## src/cpu_defines.svh

```systemverilog
`ifndef CPU_DEFINES_SVH
`define CPU_DEFINES_SVH

// Data and instruction words share one width
`define CPU_WORD_W 16

// Register file shape
`define CPU_REG_COUNT 8
`define CPU_REG_ADDR_W 3

// Memory depths in words, PC and data addresses wrap at these
`define CPU_IMEM_DEPTH 256
`define CPU_DMEM_DEPTH 256

// BL writes its return address here
`define CPU_LINK_REG 7

// First fetch address out of reset
`define CPU_PC_RESET 0

`endif

```

## src/wordRam.sv

```systemverilog
`timescale 1ns/1ps
`default_nettype none
`include "cpu_defines.svh"

module wordRam #(
	parameter type wordT = logic [`CPU_WORD_W-1:0],
	parameter int depth = 256,
	localparam int addrW = $clog2(depth)
) (
	input wire clk,
	input wire writeEnable,
	input wire [addrW-1:0] writeAddr,
	input wire wordT writeData,
	input wire [addrW-1:0] readAddr,
	output wordT readData
);

	wordT mem [0:depth-1];

	// Contents start cleared
	initial begin
		for (int i = 0; i < depth; i++) begin
			mem[i] = '0;
		end
	end

	always_ff @(posedge clk) begin
		if (writeEnable) begin
			mem[writeAddr] <= writeData;
		end
	end

	// Asynchronous read, a load sees its data in the same cycle
	assign readData = mem[readAddr];

endmodule

`default_nettype wire

```

## config.mk

```make
export PLATFORM = sky130hd
export DESIGN_NAME = wordRam
export DESIGN_NICKNAME = d
export VERILOG_FILES = /design/src/wordRam.sv
export VERILOG_INCLUDE_DIRS = /design/src
export SDC_FILE = /design/constraint.sdc
export NUM_CORES = 2
export LEC_CHECK = 0
export BUFFER_PORTS_ARGS = -buffer_cell sky130_fd_sc_hd__buf_2
export CORE_MARGIN = 1.5
export CORE_UTILIZATION = 42
export CTS_CLUSTER_SIZE = 14
export DETAILED_ROUTE_END_ITERATION = 8
export GPL_TIMING_DRIVEN = 1
export MAX_ROUTING_LAYER = met4
export PLACE_DENSITY = 0.69
export SYNTH_ARGS = -nofsm -noshare
export SYNTH_HDL_FRONTEND = slang
export SYNTH_SLANG_ARGS = --single-unit
```

## constraint.sdc

```tcl
create_clock -name clk -period 3.4 [get_ports clk]
set_clock_uncertainty 0.15 [all_clocks]
set_input_delay 0.68 -clock clk [delete_from_list [all_inputs] [get_ports clk]]
set_output_delay 0.68 -clock clk [all_outputs]
set_load 0.1 [all_outputs]
```

== Word level (Yosys, flattened, before mapping) ==
Memory sizes are Yosys's and may differ from the RTL's.
Cells that the tools add are included.

* Register bits after elaboration: 0
* Memory bits (writable): 4096
* Input port bits: 34
* Output and inout bits: 16
* Word-level logic and storage cells: 3
* Memories kept: 1

* Multiplexer cells: 2

{| class="wikitable"
|+ Memories
! memory !! words !! width !! rd ports !! clocked after memory_dff !! wr ports !! line !! RTL
|-
| mem || 256 || 16 || 1 || 0 || 1 || wordRam.sv:18 || <nowiki>wordT mem [0:depth-1];</nowiki>
|}

{| class="wikitable"
|+ Operator list
! kind !! count
|-
| $mux 1 || 2
|}

== Logic depth before layout (Yosys ltp) ==
* Word-level depth: 2
* Gate-level depth with buffers: 12
* Depth with buffers taken out: 6

== Least setup slack after synthesis ==
Ideal clock, no wire load.

* Kind: input to output
* Start point: in readAddr[0]
* End point: out readData[11] (netlist bit)
* Arrival: 5.168 ns
* Required time: 2.570 ns
* Setup slack: -2.598 ns
* Cell stages on the path: 12
* Buffers on the path: 6
* Cells stage by stage: buf_6 buf_6 buf_8 buf_12 buf_12 buf_12 mux2i_1 o221ai_1 a21oi_1 o31ai_1 o32ai_1 nor4_1

{| class="wikitable"
|+ RTL lines
! element !! line !! RTL
|-
| start, declared || wordRam.sv:14 || <nowiki>input wire [addrW-1:0] readAddr,</nowiki>
|-
| end, declared || wordRam.sv:15 || <nowiki>output wordT readData</nowiki>
|}

==> results.yml <==
layout:
  largest_register_ffs: 4096
  syn2layout_area_growth_pct: 20.0
  final_net_count: 8634
  regMostFlops: "mem"
  largest_registers: "mem: 4096 flops"
  drive_above_1_share: 0.338
global_route:
  use_met1: 0.308
  antenna_found_initial: 21
  grt_start_max_net_pins: 124
  grt_overflow_total: 0
  grtUsageMet3: 0.0374
  grt_pass1_vias: 82416
  globalRouteMet2Util: 0.355
  groute.usage.overall: 0.228
  busiest_layer: "met2"
  grt_pass1_wl_um: 609000
clock_tree:
  h-tree-depth: 5
  cts_sinks: 4096
  clock_path_buffers: 4
  numCtsBuffers: 402
  clockRootBuffer: "clkbuf_16"
  cts_tree: "built"
  path_clk_slew_ns: 0.06
setup_path:
  cp_max_fo: 1
  critPathCaptureType: "output pin"
  slowest_delay_ns: 0.68
  path_cells: "mux4_2, mux4_2, a22o_4, o32ai_4, buf_12, nor4_4, buf_12"
  worstPathArrival_ns: 3.76
  critPathLaunchType: "flop"
  crit_slowest_cell: "o32ai_4"
  crit_type: "flop to output pin"
  critPathRequiredTime_ns: 2.57
  path_delay_family: "multiplexers"
  path_buf_inv: 2
synthesis:
  syn_avg_cell_area_um2: 21.6
  ys_ff_latch: 4096
  synth_top_area_share: 0.777
  synth_nets: 7378
  syn_inst: 7344
  yosysTopAreaCell: "edfxtp_1"
  ys_seq_area_frac: 0.777
  yosys_warnings: 0
  yosysUniqueCellTypes: 51
  syn_area_um2: 158000
  synth-edff-count: 4096
  synth_async_sr_flop_share: 0
  ys.flop_type: "edfxtp_1"
  synthTopCellsByArea: "edfxtp_1, mux4_2, mux2i_1, o221ai_1, nor2_1"
drt:
  drtAntennaViolNets: 0
  firstDrtPassIters: 6
  vias_per_cell: 6.01
  drt-total-wl_um: 432000
  dr_total_vias: 83625
  route.detailed.drc: 0
  drt_iter0_markers: 11894
  routedWlPerCell_um: 31.0
worst_hold_path:
  hold_class: "input port to flop"
timing:
  hold_viol_final: 0
  min_period_ns: 4.59
  fin_ws_ns: -1.19
  rsz0062_at_grt: "yes"
  setup_viol_count_final: 16
  drv_slew: 0
  hold_ws_ns: 0.0382
  slew_headroom: 0.247
  fmax_mhz: 218
  worst_slew_pin_slew_ns: 1.12
  min_period_over_period: 1.35
  fin_tns_setup_ns: -15.96
power:
  power.total_uw: 105000
  power.density_nw_per_um2: 552
  p_leak_uw: 0.0617
  ir_drop_uv: 475
die:
  rows: 225
  start_util: 0.422
  die_h_um: 617
  core_area_um2: 376000
  die_area_um2: 381000
  io_pins: 50
  die_w_um: 617
run:
  drv_cap: 0
place:
  gp_congestion: 0.944
  place.detailed.hpwl_um: 265000
  io_buffers: 49
status:
  run_status: "finished, violations left"
  violations: "negative setup slack"
worst paths after layout:
path                                   from                    end  cells after the start
worst max-delay path  mem[58][10]$_DFFE_PP_           readData[10]                      7
worst min-delay path           writeData[6]  mem[212][6]$_DFFE_PP_                      1
cell usage after synthesis, types with 16 or more instances:
cell / count
a211oi_1: 18
a21oi_1: 175
a221oi_1: 28
a22o_1: 32
a22oi_1: 43
buf_1: 27
buf_2: 76
buf_4: 26
buf_6: 77
clkbuf_1: 230
edfxtp_1: 4096
mux2_2: 88
mux2i_1: 565
mux4_2: 797
nand2_1: 38
nand3_1: 35
nand4_1: 26
nor2_1: 304
nor3_1: 92
nor4_1: 17
o21ai_0: 37
o221ai_1: 252
o22ai_1: 148
o31ai_1: 16
o32ai_1: 20
power by group:
part | internal, uW | switching (uW) | total, uW
Combinational | 2920 | 4290 | 7200
Clock | 23400 | 18700 | 42100
Sequential | 55700 | 25.4 | 55700
cells in the final DEF (no fill, tap or decap), types with 17 or more instances in the layout:
cell type,n
edfxtp_1,4096
buf_4,960
mux4_2,797
mux2i_1,561
clkbuf_16,416
nor2_1,259
buf_12,194
o221ai_1,181
a21oi_1,158
o22ai_1,135
clkinv_1,104
clkbuf_1,88
mux2_2,80
o221ai_2,71
nor3_1,68
clkinv_2,66
buf_6,50
nor2_2,44
nand2_1,38
buf_16,36
a22oi_1,33
buf_8,32
nand4_1,26
o21ai_0,25
nand3_1,24
nor3_2,21
a22o_4,18
a211oi_1,18
bufinv_16,18
nor4_4,17
cells by family (layout without fill, tap and decap cells):
kind of cell	Yosys count	count (layout)	synth area share
buf+inv	456	2031	0.0170
simple gates	556	556	0.0158
other cells	0	10	0
mux	1450	1450	0.155
flops	4096	4096	0.777
compound gates	786	786	0.0354
through the flow:
stage          instances  worst slack [ns]  instance area [um2]   util
3_5_place_dp       13062             -1.88               174000  0.463
5_1_grt            13917             -1.20               190000  0.506
3_3_place_gp       13062             -1.99               174000  0.463
2_1_floorplan       7344            -0.777               159000      -
6_report           13923             -1.19               190000  0.506
4_1_cts            13874             -1.20               189000  0.503
layer usage:
| layer | vias to the layer above | share of wire | routed length (um) |
|---|---|---|---|
| met5 | - | 0 | 0 |
| met4 | 0 | 0.042 | 18000 |
| met3 | 785 | 0.10 | 44700 |
| met2 | 4973 | 0.48 | 205000 |
| met1 | 44042 | 0.38 | 164000 |
| li1 | 33825 | - | - |
timing repair:
action                     CTS  global route
setup endpoints to repair   16            16
resized for setup          277           163
hold endpoints to repair    41             0
cloned                      25             8
pin swaps                   92            84
setup buffers               71            46
hold buffers                 2             0
cell type report:
type                       instances  area [um2]
antenna                           10        25.0
clock buffer                     496       10500
clock inverter                   227        1770
fill                           28981      185000
inverter                           4        27.5
multi-input combinational       2792       34700
sequential                      4096      123000
tap                             4994        6250
timing repair buffer            1304       13700
(Power assumes the default switching activity.)
