## config.mk

```make
export PLATFORM = sky130hd
export DESIGN_NAME = regFile
export DESIGN_NICKNAME = d
export VERILOG_FILES = /design/src/cpuPkg.sv /design/src/regFile.sv
export VERILOG_INCLUDE_DIRS = /design/src
export SDC_FILE = /design/constraint.sdc
export NUM_CORES = 1
export LEC_CHECK = 0
export ABC_AREA = 1
export BUFFER_PORTS_ARGS = -buffer_cell sky130_fd_sc_hd__buf_2
export CORE_MARGIN = 2
export CORE_UTILIZATION = 55
export CTS_BUF_LIST = sky130_fd_sc_hd__clkbuf_4 sky130_fd_sc_hd__clkbuf_8 sky130_fd_sc_hd__clkbuf_16
export CTS_CLUSTER_SIZE = 16
export DETAILED_ROUTE_END_ITERATION = 8
export PLACE_DENSITY = 0.85
export SYNTH_ARGS = -nofsm -noshare
export SYNTH_HDL_FRONTEND = slang
export SYNTH_SLANG_ARGS = --single-unit
```

## constraint.sdc

```tcl
create_clock -name clk -period 1.6 [get_ports clk]
set_clock_uncertainty 0.1 [all_clocks]
set_input_delay 0.32 -clock clk [delete_from_list [all_inputs] [get_ports clk]]
set_output_delay 0.32 -clock clk [all_outputs]
set_load 0.02 [all_outputs]
```

## src/cpu_defines.svh

```systemverilog
`ifndef CPU_DEFINES_SVH
`define CPU_DEFINES_SVH

// Data and instruction words share one width
`define CPU_WORD_W 16

// Register file shape
`define CPU_REG_COUNT 8
`define CPU_REG_ADDR_W 3

// Memory depths in words, PC and data addresses wrap at these
`define CPU_IMEM_DEPTH 256
`define CPU_DMEM_DEPTH 256

// BL writes its return address here
`define CPU_LINK_REG 7

// First fetch address out of reset
`define CPU_PC_RESET 0

`endif

```

## src/cpuPkg.sv

```systemverilog
`default_nettype none
`include "cpu_defines.svh"

package cpuPkg;

	// Machine words
	typedef logic [`CPU_WORD_W-1:0] word_t;
	typedef logic [`CPU_WORD_W-1:0] instr_t;
	typedef logic [`CPU_REG_ADDR_W-1:0] regAddr_t;

	// Opcode sits in instr[15:12]
	// Field layout per class
	//   ADDI, SUBI    rd[11:9] rn[8:6] imm3[5:3] zero extended
	//   ALU, shifts   rd[11:9] rn[8:6] rm[5:3], shift amount is rm[3:0]
	//   MOVI          rd[11:9] imm8[7:0] zero extended
	//   LDR           rd[11:9] rn[8:6] off5[4:0], address rn + off5
	//   STR           rt[11:9] rn[8:6] off5[4:0], stores rt
	//   B, BL         off11[10:0] signed, relative to the branch PC
	//   BC            cond[11:8] off7[6:0] signed
	//   BX            rm[8:6], jumps to the register value
	typedef enum logic [3:0] {
		OP_ADDI = 4'h0,
		OP_SUBI = 4'h1,
		OP_ADD  = 4'h2,
		OP_SUB  = 4'h3,
		OP_AND  = 4'h4,
		OP_ORR  = 4'h5,
		OP_EOR  = 4'h6,
		OP_LSL  = 4'h7,
		OP_LSR  = 4'h8,
		OP_MOVI = 4'h9,
		OP_LDR  = 4'ha,
		OP_STR  = 4'hb,
		OP_B    = 4'hc,
		OP_BC   = 4'hd,
		OP_BL   = 4'he,
		OP_BX   = 4'hf
	} opcode_e;

	// ARM ordering; codes 8 and up never branch
	typedef enum logic [3:0] {
		COND_EQ = 4'h0,
		COND_NE = 4'h1,
		COND_CS = 4'h2,
		COND_CC = 4'h3,
		COND_MI = 4'h4,
		COND_PL = 4'h5,
		COND_VS = 4'h6,
		COND_VC = 4'h7
	} cond_e;

	typedef struct packed {
		logic negative;
		logic zero;
		logic carry;
		logic overflow;
	} aluFlags_t;

	typedef enum logic [2:0] {
		ALU_ADD,
		ALU_SUB,
		ALU_AND,
		ALU_OR,
		ALU_XOR,
		ALU_SHL,
		ALU_SHR,
		ALU_PASSB
	} aluOp_e;

	typedef enum logic [1:0] {
		WB_ALU,
		WB_MEM,
		WB_IMM,
		WB_LINK
	} wbSel_e;

	// Decoded controls for one instruction
	typedef struct packed {
		aluOp_e aluOp;
		logic bIsImm;
		logic regWrite;
		logic memWrite;
		logic setFlags;
		wbSel_e wbSel;
	} execCtrl_t;

	// Decode to execute pipeline register contents
	typedef struct packed {
		logic valid;
		execCtrl_t ctrl;
		word_t imm;
		word_t opA;
		word_t opB;
		regAddr_t writeAddr;
		word_t link;
	} execStage_t;

	// Mirror of every data memory write
	typedef struct packed {
		logic strobe;
		word_t addr;
		word_t data;
	} storeBus_t;

endpackage

`default_nettype wire

```

## src/regFile.sv

```systemverilog
`timescale 1ns/1ps
`default_nettype none
`include "cpu_defines.svh"

module regFile (
	input wire clk,
	input wire reset,
	input wire cpuPkg::regAddr_t readAddrA,
	input wire cpuPkg::regAddr_t readAddrB,
	output cpuPkg::word_t readDataA,
	output cpuPkg::word_t readDataB,
	input wire regWrite,
	input wire cpuPkg::regAddr_t writeAddr,
	input wire cpuPkg::word_t writeData
);
	import cpuPkg::*;

	word_t regs [0:`CPU_REG_COUNT-1];

	// Single write port, lands at the end of the execute cycle
	always_ff @(posedge clk) begin
		if (reset) begin
			for (int i = 0; i < `CPU_REG_COUNT; i++) begin
				regs[i] <= '0;
			end
		end else if (regWrite) begin
			regs[writeAddr] <= writeData;
		end
	end

	// Asynchronous reads, bypass is done in decode
	assign readDataA = regs[readAddrA];
	assign readDataB = regs[readAddrB];

endmodule

`default_nettype wire

```

== Yosys cells after proc, flatten, opt, wreduce, memory -nomap -nowiden ==
Memory sizes are Yosys's and may differ from the RTL's.
Index checks and enable logic that the tools add are counted.
W data, S select, Z words.

* Logic and storage cells: 10
* Bits in registers: 0
* Bits in writable memories: 128
* Output and inout port bits: 32
* Memories: 1
* Input bits: 28

* Reduce and logical (&&, ||, !) cells: 1
* Multiplexer cells: 8

{| class="wikitable"
|+ Memories
! memory !! words !! bits a word !! read ports !! clocked after memory_dff !! wr ports !! line !! source
|-
| regs || 8 || 16 || 2 || 0 || 8 || regFile.sv:18 || <nowiki>word_t regs [0:`CPU_REG_COUNT-1];</nowiki>
|}

{| class="wikitable"
|+ Operator list
! kind !! count
|-
| $mux W16 || 1
|-
| $reduce_or A16 Y1 || 1
|-
| $mux W1 || 6
|-
| $mux W3 || 1
|}

== Depth between registers and ports, before layout ==
* Depth after elaboration: 5
* Mapped depth: 7
* Depth with buffers taken out: 6

== Worst setup path before layout ==
No wires, ideal clock.

* Path kind: input to register
* Start point: input port reset
* End point: memory regs[0][0] (netlist bit) (enable)
* Setup time: 0.372 ns
* Required time: 1.128 ns
* Path buffers: 1
* Arrival time: 1.277 ns
* Cell stages on the path: 6
* Slack: -0.148 ns
* Cell sequence: inv_2 -> nand2_4 -> nor2_4 -> nand2_2 -> buf_6 -> nand2_1

{| class="wikitable"
|+ RTL lines
! what !! line !! source
|-
| from (decl) || regFile.sv:7 || <nowiki>input wire reset,</nowiki>
|-
| to (decl) || regFile.sv:18 ||
|}

==> run summary <==
The final reports fail on negative setup slack. For this design the ratio of total power to cell area is 1013 mW/mm2. The floorplan step defined a die boundary enclosing 0.01465 mm2. The most flop-heavy register is regs. The sequential cell area fraction in the yosys report was 0.5103; the global-route usage over all layers was 0.3130. For the fraction of power consumed by combinational cells, the log shows 0.184. Once detail routing completed, the nets flagged for antenna violations numbered 0.

The critical path contains buffers and inverters numbering 2 combined. In this run the mean area of a mapped cell was 7.299 um2. The share of layout cells above drive strength 1 was 0.2987; the post-CTS setup-driven buffer insertion count was 0. The average via count per standard cell is 5.604, and the placeable core area is 0.01330 mm2. Clock input transition at the sequential cells of the worst setup and hold paths: 0.05 ns. The run finished, with violations left. Setup violations remaining at the end of the flow were counted as 32.

For the final hold violation count, the log shows 0. Family with the most delay on the worst path: flip-flops. The tools report the count of pins over their slew limit as 0. The maximum resistive drop on vdd is 0.7852 mV, and the vias after detailed routing is 7252.

The routed wirelength normalized by instance count is 17.48 um, and the area fraction of the dominant cell type after synthesis is 0.5103. For the number of different library cells in the post-synthesis netlist, the log shows 13. Class of the most critical setup path: flip-flop to output pin.

Final net count: 1133. Count of cells along the worst hold path: 3. The cell seen most often among critical-path stages is sky130_fd_sc_hd__nand2_1.

The number of antenna diodes in the final layout is 0. The core occupancy in the finished layout came out at 0.7120. At the end of routability-driven placement, the weighted congestion stood at 0.9248. The fill cell total of the finished layout came out at 960. Cell with the largest stage delay on the worst path: sky130_fd_sc_hd__edfxtp_1. The highest net fanout along the worst path was 2; the effective utilization at floorplan was 0.5665. Data arrives at the worst endpoint at 1.42 ns. In this run the tool buffered the top-level ports with 59 buffer cells.

In this design, the stage delay of the slowest critical-path cell is 0.39 ns. Counting flops and latches in the post-synthesis netlist gives 128. After global routing the overflow that remains totals 0.

For this block, the initial DRC count from the detailed router was 704. Required time of the worst setup path: 1.18 ns. The share of total power in the clock network came out at 0.401.

The initialized floorplan defines 42 standard-cell rows. The width of the die was 121.0 um. The number of max-capacitance violations reported came out at 0.

Yosys attributes the largest share of cell area to sky130_fd_sc_hd__edfxtp_1 51%, sky130_fd_sc_hd__nand2_1 21%, sky130_fd_sc_hd__nand3_1 8.5%. The number of cells on the critical path is 7, and the number of cells after detailed placement is 1262. After technology mapping, the gate count stands at 1032. The largest net degree at the start of global routing was 38. For the number of detailed-route iterations in the first pass, the log shows 5. The sequential share of power is 0.415.

The run gives 128 as the count of clock tree sinks. The minimum clock period after layout was 1.840 ns; the area growth from synthesis to final layout was 25.68%. The summed instance area of the synthesized netlist came out at 0.007532 mm2. The endpoint type of the worst setup path was an output pin. The first global-routing pass estimated 34290 um of wire. Setup repair after global routing could not meet its margin everywhere. The analysis attributes to net switching a power of 2.595 mW.

Path class of the lowest-slack min-delay path: input port to flip-flop. The tools report the final standard cell count with taps included and fillers excluded as 1294. In the routed design, unresolved DRC markers number 0.

The root buffer cell is sky130_fd_sc_hd__clkbuf_16. The net count of the mapped netlist was 1060; the relative max-transition margin was 0.7632. The flip-flop count of the largest register after layout was 128; the final wirelength was 22620 um. In this run the vertical extent of the chip is 121.0 um.

Cell internal power was estimated by the tool at 6.994 mW. In this run, post-CTS hold repair placed 0 buffers. The number of global-route vias before repair is 6998.

For this design the static power due to leakage is 4.660 nW. TritonCTS built the clock tree. For the number of antenna violations at the first check in global routing, the log shows 0. The switching share of total power is 0.2706, and the I/O pin count is 60. The run gives 543.4 MHz as the upper clock frequency limit.

The largest registers in the layout are regs (128). Library cell with the largest summed area after synthesis: sky130_fd_sc_hd__edfxtp_1. In this run the deepest clock path goes through 2 buffers. The final setup slack of the worst path is -0.2404 ns, and the total clock buffers created by CTS is 17. The H-tree was split into 4 levels.

The HPWL reported at the end of detailed placement is 13740 um. The critical path goes through inv_2 > nand2_1 > nand3_1 > nand2_1 > nand2_1 > nand2_2 > buf_6. The worst setup path is launched from a flip-flop. In the final timing run, aggregate negative setup slack is -5.472 ns.

The fraction of the cycle the final worst path needs is 1.150, and the synthesis warning total is 0. Slew at the pin with the worst max-slew slack: 0.3548 ns.
power groups by stage:
stage | Combinational (mW) | Clock, mW | Sequential [mW]
finish | 1.76 | 3.85 | 3.98
detailed placement | 1.45 | 0 | 4.02
CTS | 1.63 | 3.83 | 3.96
floorplan | 0.922 | 0 | 4.01
global route | 1.90 | 3.99 | 4.00
global placement | 1.43 | 0 | 4.01
final timing paths:
| kind | end | slack, ns | from |
|---|---|---|---|
| worst max-delay path | readDataB[2] | -0.24 | regs[1][2] |
| worst min-delay path | regs[6][9] | 0.21 | writeData[9] |
area by class of cell:
class	instances	area, um2	share of cell area
Timing Repair Buffer	108	1084	0.1145
Clock inverter	13	145.1	0.01533
Inverter	155	581.8	0.06146
Tap cell	176	220.2	0.02326
Multi-Input combinational cell	695	3152	0.3329
Sequential cell	128	3844	0.4060
Clock buffer	19	440.4	0.04652
cells in the mapped netlist, drive strengths merged:
cell type / n
buf: 36
inv: 155
nand3: 128
nor2: 133
clkbuf: 18
nand2: 434
edfxtp: 128
per-layer routing:
| layer | part of all wire | global-route usage | up-vias |
|---|---|---|---|
| li1 | - | - | 3315 |
| met1 | 0.35 | 0.3672 | 3326 |
| met2 | 0.49 | 0.5197 | 498 |
| met3 | 0.10 | 0.08365 | 113 |
| met4 | 0.051 | 0.1751 | 0 |
| met5 | 0 | 0 | - |
kinds of logic after synthesis:
group | synth area share
simple gates | 0.3733
buf+inv | 0.1164
flops | 0.5103
placed cells by master, fill, tap and decap left out:
cell type                      n
sky130_fd_sc_hd__nand2_1     355
sky130_fd_sc_hd__nor2_1      131
sky130_fd_sc_hd__edfxtp_1    128
sky130_fd_sc_hd__nand3_1      95
sky130_fd_sc_hd__inv_2        83
sky130_fd_sc_hd__nand2_2      78
sky130_fd_sc_hd__inv_1        72
sky130_fd_sc_hd__buf_6        34
sky130_fd_sc_hd__nand3_2      33
sky130_fd_sc_hd__buf_4        30
sky130_fd_sc_hd__buf_2        27
sky130_fd_sc_hd__clkbuf_16    17
sky130_fd_sc_hd__buf_12       17
sky130_fd_sc_hd__clkinv_2      4
sky130_fd_sc_hd__bufinv_16     3
sky130_fd_sc_hd__clkinv_1      3
sky130_fd_sc_hd__nor2_4        2
sky130_fd_sc_hd__clkbuf_4      2
sky130_fd_sc_hd__clkinvlp_4    2
sky130_fd_sc_hd__nand2_4       1
sky130_fd_sc_hd__clkinv_4      1
timing repair:
| action | CTS | global route |
|---|---|---|
| endpoints found under the setup margin | 32 | 32 |
| gates resized for setup | 110 | 139 |
| pin swaps | 66 | 90 |
tightest hold or removal path, delay by kind of cell:
family,cells,cell delay [ns]
buffers and inverters,2,0.18
and+or+nand+nor,1,0.12
per-stage QoR:
stage	instance area (um2)	power [mW]	worst slack, ns	hold WS [ns]
CTS	9189	9.419	-0.2084	0.2080
finish	9467	9.590	-0.2404	0.2110
floorplan	7532	4.928	-0.1484	0.5084
global route	9467	9.880	-0.2777	0.2312
detailed placement	8333	5.473	-0.1622	0.6457
global placement	8333	5.440	-0.1284	0.6457
Power figures use the tool's default switching activity.
