<file path="config.mk">
export PLATFORM = sky130hd
export DESIGN_NAME = cpuControl
export DESIGN_NICKNAME = d
export VERILOG_FILES = /design/src/cpuPkg.sv /design/src/cpuControl.sv
export VERILOG_INCLUDE_DIRS = /design/src
export SDC_FILE = /design/constraint.sdc
export NUM_CORES = 1
export LEC_CHECK = 0
export ABC_AREA = 1
export ABC_CLOCK_PERIOD_IN_PS = 3400
export BUFFER_PORTS_ARGS = -buffer_cell sky130_fd_sc_hd__buf_2
export CAP_MARGIN = 20
export CORE_ASPECT_RATIO = 1.1
export CORE_MARGIN = 2
export CORE_UTILIZATION = 51
export CTS_CLUSTER_SIZE = 20
export DETAILED_ROUTE_END_ITERATION = 8
export PLACE_DENSITY = 0.87
export SLEW_MARGIN = 0
export SYNTH_ARGS = -nofsm -noshare
export SYNTH_HDL_FRONTEND = slang
export SYNTH_SLANG_ARGS = --single-unit
</file>
<file path="constraint.sdc">
create_clock -name clk -period 3.4 [get_ports clk]
set_clock_uncertainty 0.15 [all_clocks]
set_input_delay 0.68 -clock clk [delete_from_list [all_inputs] [get_ports clk]]
set_output_delay 0.68 -clock clk [all_outputs]
set_load 0.02 [all_outputs]
</file>
<file path="src/cpu_defines.svh">
`ifndef CPU_DEFINES_SVH
`define CPU_DEFINES_SVH

// Data and instruction words share one width
`define CPU_WORD_W 16

// Register file shape
`define CPU_REG_COUNT 8
`define CPU_REG_ADDR_W 3

// Memory depths in words, PC and data addresses wrap at these
`define CPU_IMEM_DEPTH 256
`define CPU_DMEM_DEPTH 256

// BL writes its return address here
`define CPU_LINK_REG 7

// First fetch address out of reset
`define CPU_PC_RESET 0

`endif

</file>
<file path="src/cpuPkg.sv">
`default_nettype none
`include "cpu_defines.svh"

package cpuPkg;

	// Machine words
	typedef logic [`CPU_WORD_W-1:0] word_t;
	typedef logic [`CPU_WORD_W-1:0] instr_t;
	typedef logic [`CPU_REG_ADDR_W-1:0] regAddr_t;

	// Opcode sits in instr[15:12]
	// Field layout per class
	//   ADDI, SUBI    rd[11:9] rn[8:6] imm3[5:3] zero extended
	//   ALU, shifts   rd[11:9] rn[8:6] rm[5:3], shift amount is rm[3:0]
	//   MOVI          rd[11:9] imm8[7:0] zero extended
	//   LDR           rd[11:9] rn[8:6] off5[4:0], address rn + off5
	//   STR           rt[11:9] rn[8:6] off5[4:0], stores rt
	//   B, BL         off11[10:0] signed, relative to the branch PC
	//   BC            cond[11:8] off7[6:0] signed
	//   BX            rm[8:6], jumps to the register value
	typedef enum logic [3:0] {
		OP_ADDI = 4'h0,
		OP_SUBI = 4'h1,
		OP_ADD  = 4'h2,
		OP_SUB  = 4'h3,
		OP_AND  = 4'h4,
		OP_ORR  = 4'h5,
		OP_EOR  = 4'h6,
		OP_LSL  = 4'h7,
		OP_LSR  = 4'h8,
		OP_MOVI = 4'h9,
		OP_LDR  = 4'ha,
		OP_STR  = 4'hb,
		OP_B    = 4'hc,
		OP_BC   = 4'hd,
		OP_BL   = 4'he,
		OP_BX   = 4'hf
	} opcode_e;

	// ARM ordering; codes 8 and up never branch
	typedef enum logic [3:0] {
		COND_EQ = 4'h0,
		COND_NE = 4'h1,
		COND_CS = 4'h2,
		COND_CC = 4'h3,
		COND_MI = 4'h4,
		COND_PL = 4'h5,
		COND_VS = 4'h6,
		COND_VC = 4'h7
	} cond_e;

	typedef struct packed {
		logic negative;
		logic zero;
		logic carry;
		logic overflow;
	} aluFlags_t;

	typedef enum logic [2:0] {
		ALU_ADD,
		ALU_SUB,
		ALU_AND,
		ALU_OR,
		ALU_XOR,
		ALU_SHL,
		ALU_SHR,
		ALU_PASSB
	} aluOp_e;

	typedef enum logic [1:0] {
		WB_ALU,
		WB_MEM,
		WB_IMM,
		WB_LINK
	} wbSel_e;

	// Decoded controls for one instruction
	typedef struct packed {
		aluOp_e aluOp;
		logic bIsImm;
		logic regWrite;
		logic memWrite;
		logic setFlags;
		wbSel_e wbSel;
	} execCtrl_t;

	// Decode to execute pipeline register contents
	typedef struct packed {
		logic valid;
		execCtrl_t ctrl;
		word_t imm;
		word_t opA;
		word_t opB;
		regAddr_t writeAddr;
		word_t link;
	} execStage_t;

	// Mirror of every data memory write
	typedef struct packed {
		logic strobe;
		word_t addr;
		word_t data;
	} storeBus_t;

endpackage

`default_nettype wire

</file>
<file path="src/cpuControl.sv">
`timescale 1ns/1ps
`default_nettype none
`include "cpu_defines.svh"

module cpuControl (
	input wire clk,
	input wire reset,
	input wire cpuPkg::instr_t instr,
	output cpuPkg::word_t pc,
	output cpuPkg::regAddr_t readAddrA,
	output cpuPkg::regAddr_t readAddrB,
	input wire cpuPkg::word_t readDataA,
	input wire cpuPkg::word_t readDataB,
	input wire fwdValid,
	input wire cpuPkg::regAddr_t fwdAddr,
	input wire cpuPkg::word_t fwdData,
	input wire cpuPkg::aluFlags_t flagsNext,
	input wire flagsWillSet,
	input wire cpuPkg::aluFlags_t flags,
	output cpuPkg::execStage_t execStage
);
	import cpuPkg::*;

	// PC wraps inside instruction memory
	localparam word_t pcMask = word_t'(`CPU_IMEM_DEPTH - 1);

	opcode_e opcode;
	cond_e cond;
	word_t operandA;
	word_t operandB;
	word_t pcPlus1;
	word_t offset11;
	word_t offset7;
	word_t pcNext;
	aluFlags_t branchFlags;
	logic condTrue;
	execStage_t execNext;

	assign opcode = opcode_e'(instr[15:12]);
	assign cond = cond_e'(instr[11:8]);

	// Port A reads rn or the BX target and port B reads rm or the STR data
	assign readAddrA = instr[8:6];
	assign readAddrB = (opcode == OP_STR) ? instr[11:9] : instr[5:3];

	// Bypass the result being written back this cycle
	assign operandA = (fwdValid && fwdAddr == readAddrA) ? fwdData : readDataA;
	assign operandB = (fwdValid && fwdAddr == readAddrB) ? fwdData : readDataB;

	// Flags of the instruction in execute win over the stored ones
	assign branchFlags = flagsWillSet ? flagsNext : flags;

	always_comb begin
		case (cond)
			COND_EQ: condTrue = branchFlags.zero;
			COND_NE: condTrue = !branchFlags.zero;
			COND_CS: condTrue = branchFlags.carry;
			COND_CC: condTrue = !branchFlags.carry;
			COND_MI: condTrue = branchFlags.negative;
			COND_PL: condTrue = !branchFlags.negative;
			COND_VS: condTrue = branchFlags.overflow;
			COND_VC: condTrue = !branchFlags.overflow;
			default: condTrue = 1'b0;
		endcase
	end

	// Sign-extended branch offsets
	assign offset11 = {{(`CPU_WORD_W-11){instr[10]}}, instr[10:0]};
	assign offset7 = {{(`CPU_WORD_W-7){instr[6]}}, instr[6:0]};
	assign pcPlus1 = (pc + word_t'(1)) & pcMask;

	// Taken branches redirect the next PC with no bubble
	always_comb begin
		pcNext = pcPlus1;
		case (opcode)
			OP_B, OP_BL: pcNext = pc + offset11;
			OP_BC: begin
				if (condTrue) begin
					pcNext = pc + offset7;
				end
			end
			OP_BX: pcNext = operandA;
			default: ;
		endcase
	end

	// Decoder
	always_comb begin
		execNext = '0;
		execNext.valid = 1'b1;
		execNext.opA = operandA;
		execNext.opB = operandB;
		execNext.writeAddr = instr[11:9];
		execNext.link = pcPlus1;
		execNext.ctrl.wbSel = WB_ALU;
		case (opcode)
			OP_ADDI, OP_SUBI: begin
				execNext.ctrl.aluOp = (opcode == OP_ADDI) ? ALU_ADD : ALU_SUB;
				execNext.ctrl.bIsImm = 1'b1;
				execNext.imm = word_t'(instr[5:3]);
				execNext.ctrl.regWrite = 1'b1;
				execNext.ctrl.setFlags = 1'b1;
			end
			OP_ADD, OP_SUB, OP_AND, OP_ORR, OP_EOR: begin
				case (opcode)
					OP_ADD: execNext.ctrl.aluOp = ALU_ADD;
					OP_SUB: execNext.ctrl.aluOp = ALU_SUB;
					OP_AND: execNext.ctrl.aluOp = ALU_AND;
					OP_ORR: execNext.ctrl.aluOp = ALU_OR;
					default: execNext.ctrl.aluOp = ALU_XOR;
				endcase
				execNext.ctrl.regWrite = 1'b1;
				execNext.ctrl.setFlags = 1'b1;
			end
			// Shifts leave the flags alone
			OP_LSL, OP_LSR: begin
				execNext.ctrl.aluOp = (opcode == OP_LSL) ? ALU_SHL : ALU_SHR;
				execNext.ctrl.regWrite = 1'b1;
			end
			OP_MOVI: begin
				execNext.ctrl.aluOp = ALU_PASSB;
				execNext.ctrl.bIsImm = 1'b1;
				execNext.imm = word_t'(instr[7:0]);
				execNext.ctrl.regWrite = 1'b1;
				execNext.ctrl.wbSel = WB_IMM;
			end
			// Loads and stores add the offset to rn for the address
			OP_LDR, OP_STR: begin
				execNext.ctrl.aluOp = ALU_ADD;
				execNext.ctrl.bIsImm = 1'b1;
				execNext.imm = word_t'(instr[4:0]);
				execNext.ctrl.regWrite = (opcode == OP_LDR);
				execNext.ctrl.memWrite = (opcode == OP_STR);
				execNext.ctrl.wbSel = WB_MEM;
			end
			OP_BL: begin
				execNext.writeAddr = regAddr_t'(`CPU_LINK_REG);
				execNext.ctrl.regWrite = 1'b1;
				execNext.ctrl.wbSel = WB_LINK;
			end
			default: ;
		endcase
	end

	always_ff @(posedge clk) begin
		if (reset) begin
			pc <= word_t'(`CPU_PC_RESET);
			execStage <= '0;
		end else begin
			pc <= pcNext & pcMask;
			execStage <= execNext;
		end
	end

	// Idle execute stage after reset forwards nothing and leaves the flags alone
	execIdleAfterReset: assert property (@(posedge clk)
		reset |=> !execStage.valid && !fwdValid && !flagsWillSet);

endmodule

`default_nettype wire

</file>
# Yosys cells after proc, flatten, opt, wreduce, memory -nomap -nowiden
# Cells that the tools add are included.
# classes
bitwise	1
n_mux	19
addsub	3
eq_ne	24
n_reduce_logical	17
# op_table
operator	n
77-bit 2-to-1 mux	1
8-bit one-hot mux with 3 select lines	2
4-bit by 3-bit == test with 1-bit output, second input constant	8
4-bit == test, second input constant	8
16-bit 2-to-1 mux	2
3-bit one-hot mux with 4 select lines	2
4-bit by 2-bit == test with 1-bit output, second input constant	4
11-bit OR reduction	1
2-bit OR reduction	5
5-bit OR reduction	2
8-bit by 1-bit adder with 8-bit output, second input constant	1
8-bit by 7-bit adder with 8-bit output	1
8-bit adder	1
4-bit by 1-bit == test with 1-bit output, second input constant	2
4-bit zero test	2
8-bit 2-to-1 mux	1
1-bit one-hot mux with 8 select lines	1
7-bit OR reduction	1
3-bit == test	2
3-bit 2-to-1 mux	2
2-bit one-hot mux with 3 select lines	1
1-bit zero test	4
1-bit 2-to-1 mux	4
4-bit 2-to-1 mux	1
4 further kinds	5
# word_totals
register_bits	85
out_inout_bits	99
input_bits	79

# Logic depth before layout (Yosys ltp)
# depth
word_depth	6
depth_mapped	12
depth_no_buf	12

# Worst setup path before layout
# OpenSTA, ideal clock, no wires.
# synth_path
kind	input-to-reg
start	input port instr[15]
end	register execStage[29] (netlist bit)
path_stages	10
t_arrival_ps	1934
path_slack_ps	1201
path_buffers	1
required_ps	3135
cell_sequence	inv_2 -> nor2_4 -> nand2_4 -> o21ai_2 -> nor2_1 -> nor3b_4 -> buf_6 -> nand3b_1 -> nand2_1 -> nor2_1
# synth_between
elab_chain_cells	5
# synth_lines
item	line_no	text
start, declared	cpuControl.sv:8	input wire cpuPkg::instr_t instr,
4-bit == test	cpuControl.sv:44	assign readAddrB = (opcode == OP_STR) ? instr[11:9] : instr[5:3];
3-bit 2-to-1 mux	cpuControl.sv:44	
named net readAddrB[0]	cpuControl.sv:11	output cpuPkg::regAddr_t readAddrB,
3-bit == test	cpuControl.sv:48	assign operandB = (fwdValid && fwdAddr == readAddrB) ? fwdData : readDataB;
1-bit logical AND	cpuControl.sv:48	
16-bit 2-to-1 mux	cpuControl.sv:48	
end signal, assigned	cpuControl.sv:151	execStage <= execNext;
end, declared	cpuControl.sv:20	output cpuPkg::execStage_t execStage
# The timed path passes the listed nets, and every way through them passes these cells.
# A chain may end at the register's enable or synchronous reset.

# Worst setup path after layout
# layout_path
start	input port instr[12]
end	output port readAddrB[2]
# layout_between
elab_chain_cells	2
# layout_lines
item	line_no
4-bit == test	cpuControl.sv:44
3-bit 2-to-1 mux	cpuControl.sv:44
end, declared	cpuControl.sv:11
# Every way passes these cells.

==> metrics.cfg <==
[clock_network]
clock_path_buffers=2
cts_htree_levels=3
post_cts.repair.setup_buffers=0
holdBufCountCts=0
cts.reportedPaths.clkPinSlew_ns=0.07
post_cts_resized=0
worst_skew_pair.late_latency_ns=0.35
tritoncts.num_buffers=9
ctsRootBufferMaster=clkbuf_8
cts_sinks=69
tritoncts=done

[layout]
area_delta_synth_final_pct=24.90
num-fill-cells=662
drive_gt1_frac=0.2629
layout.cells.most_common_list=buf_2, nand2_1, nor2_1, inv_1, dfxtp_1
most_frequent_standard_cell_in_the_layout_excluding_fill_and_tap_cells=buf_2
multi_input_comb_area_sq_um=1909
post_layout_nonfiller_instances=800
seq_cell_area_sq_um=1381
num_antenna_cells=0
design.final.nets=798

[min_path]
hold_path.class=reg2reg
worstHoldPathCells=1

[synth]
synthesis.yosys.warnings=0
seq_area_frac_synth=0.3660
synthesis.area_per_instance_sq_um=6.739
synth.distinct_cells=38
number_of_flip_flops_and_latches_in_the_synthesized_netlist=69
ys_async_rst_share=0
synthesis.area_sq_um=3774
synthesis.instances=560
synth_edf_count=0
ys_dominant_reg_cell=dfxtp_1

[route]
drtAntennaViolNets=0
remaining_drc_errors=0
totalWireLength_microns=10970
first_pass_iters=6
vias_per_inst=5.164
dr_total_vias=4131
routedWlPerCell_microns=13.72
first_iter_violations=277

[global_route]
globalRouteOverflowTotal=0
first_global_vias=3838
grt_pass1_wl_microns=17350
grt_antenna_before_repair=0
grt_max_degree=40
globalRouteTotalUtil=0.2752

[floorplanning]
initial_utilization=0.5325
design.portCount=178
num_rows=32
die_w_microns=86.02
design.die.area_sq_um=8104
core_sq_um=7087
die_y_microns=94.22

[placement]
portBuffers=153
gp_congestion=0.9776
detailedPlace.worstSlack_ns=0.7633
hpwl_microns=8701
dpl.cell_count=783

[worst_setup_path]
critical_path_peak_fanout=8
worstSetupPathType=in2out
critical_path.reg2reg.endpoint=pc[4]
critical_path_arrival_ns=1.57
launch_point_of_the_worst_path=instr[12]
timing.critical_path.to_type=output port
worst_r2r_path_depth=10
regToRegSetupSlack_ns=1.36
worstSetupStartpointType=input port
critical_path_required_ns=2.57
cp-endpoint=readAddrB[2]
rr_startpoint=pc[0]

[timing]
finalWorstPathRequiredPeriod_ns=2.403
final_hold_viol_count=0
rsz_0062_raised_after_global_routing=false
period_share=0.7067
finalMaxSlewViolations=0
setup_viol_count_final=0
fin_ws_ns=0.9971
fmaxAchievable_mhz=416.2
timing.setup.tns_ns=0

[power]
power_leakage_uw=0.002713
clock_power_share=0.335
power_frac_seq=0.426
combinational_group_share_of_total_power=0.239
ir_worst_vdd_mv=0.2036
total_switching_power_uw=674.9
switching_share_of_total_power=0.3244
cell_internal_power_dissipation_uw=1405
total_power_uw=2080
power_density_nw_per_um2=441.4

[flow_run]
max_cap_viol_count=0

[status]
run_status=completed

## metrics by stage
stage | util | area [sq um] | hold slack, ns
floorplan | - | 3860 | 0.3928
global placement | 0.6315 | 4476 | 0.3385
detailed placement | 0.6315 | 4476 | 0.3447
CTS | 0.6612 | 4686 | 0.3574
global route | 0.6651 | 4713 | 0.3973
finish | 0.6651 | 4713 | 0.3528
## metal layers
metal  part of all wire  up-vias  GRT usage  wire, microns
met1               0.39     1866     0.3159           4273
met4              0.037        0     0.1627            405
met3              0.079       35    0.05272            864
met5                  0        -          0              0
met2               0.49      211     0.4709           5429
li1                   -     2019          -              -
## worst min-delay path by stage
stage	from	end	slack, ns
after floorplan	pc[0]	execStage[0]	0.39
after global placement	pc[0]	execStage[0]	0.34
after detailed placement	pc[0]	execStage[0]	0.34
after CTS	pc[0]	execStage[0]	0.36
after global routing	readDataB[7]	execStage[26]	0.40
final	pc[0]	execStage[0]	0.35
## state kept, by name, indices dropped and copies added (netlist names)
register	cells
execStage	61
pc	8
## critical path, stage by stage
cell and delay [ns]:
buf_2 0.16, nand2_2 0.10, clkinv_2 0.10, nand2_4 0.13
nand2_1 0.09, o21ai_2 0.11, buf_2 0.20
## power by group through the flow
stage	combinational, uW	clock, uW	sequential (uW)
floorplan	286	0	963
global placement	480	0	902
detailed placement	489	0	904
CTS	491	706	885
global route	552	736	890
finish	498	697	886
## layout make-up
type / count / area share
Clock buffer: 11 / 0.03212
Clock inverter: 5 / 0.01248
Inverter: 73 / 0.05840
Multi-Input combinational cell: 398 / 0.4051
Sequential cell: 69 / 0.2931
Tap cell: 85 / 0.02256
Timing Repair Buffer: 159 / 0.1763
## kinds of logic after synthesis
| family | share of synthesized area |
|---|---|
| AOI/OAI and AO/OA | 0.09151 |
| xor gates and xnor gates | 0.02321 |
| adders and majority gates | 0.03183 |
| buffers and inverters | 0.1509 |
| DFF | 0.3660 |
| other | 0.0009937 |
| and+or+nand+nor | 0.3355 |
## Yosys cell counts (2+ instances only)
library cell,number,area [sq um]
a21oi_1,33,165.2
buf_1,2,7.510
buf_2,4,20.02
buf_4,28,210.2
buf_6,3,33.78
clkbuf_1,6,22.52
dfxtp_1,69,1381
ha_1,8,100.1
inv_1,70,262.8
nand2_1,136,510.5
nand3_1,49,245.2
nand3b_1,8,60.06
nand4_1,7,43.79
nor2_1,76,285.3
nor3_1,6,30.03
o211ai_1,2,15.01
o21ai_0,19,95.09
o21ai_1,2,10.01
o21ai_2,2,17.52
o22ai_1,3,18.77
or2_2,2,12.51
xnor2_1,2,17.52
xor2_1,8,70.07
(Power assumes the default switching activity.)
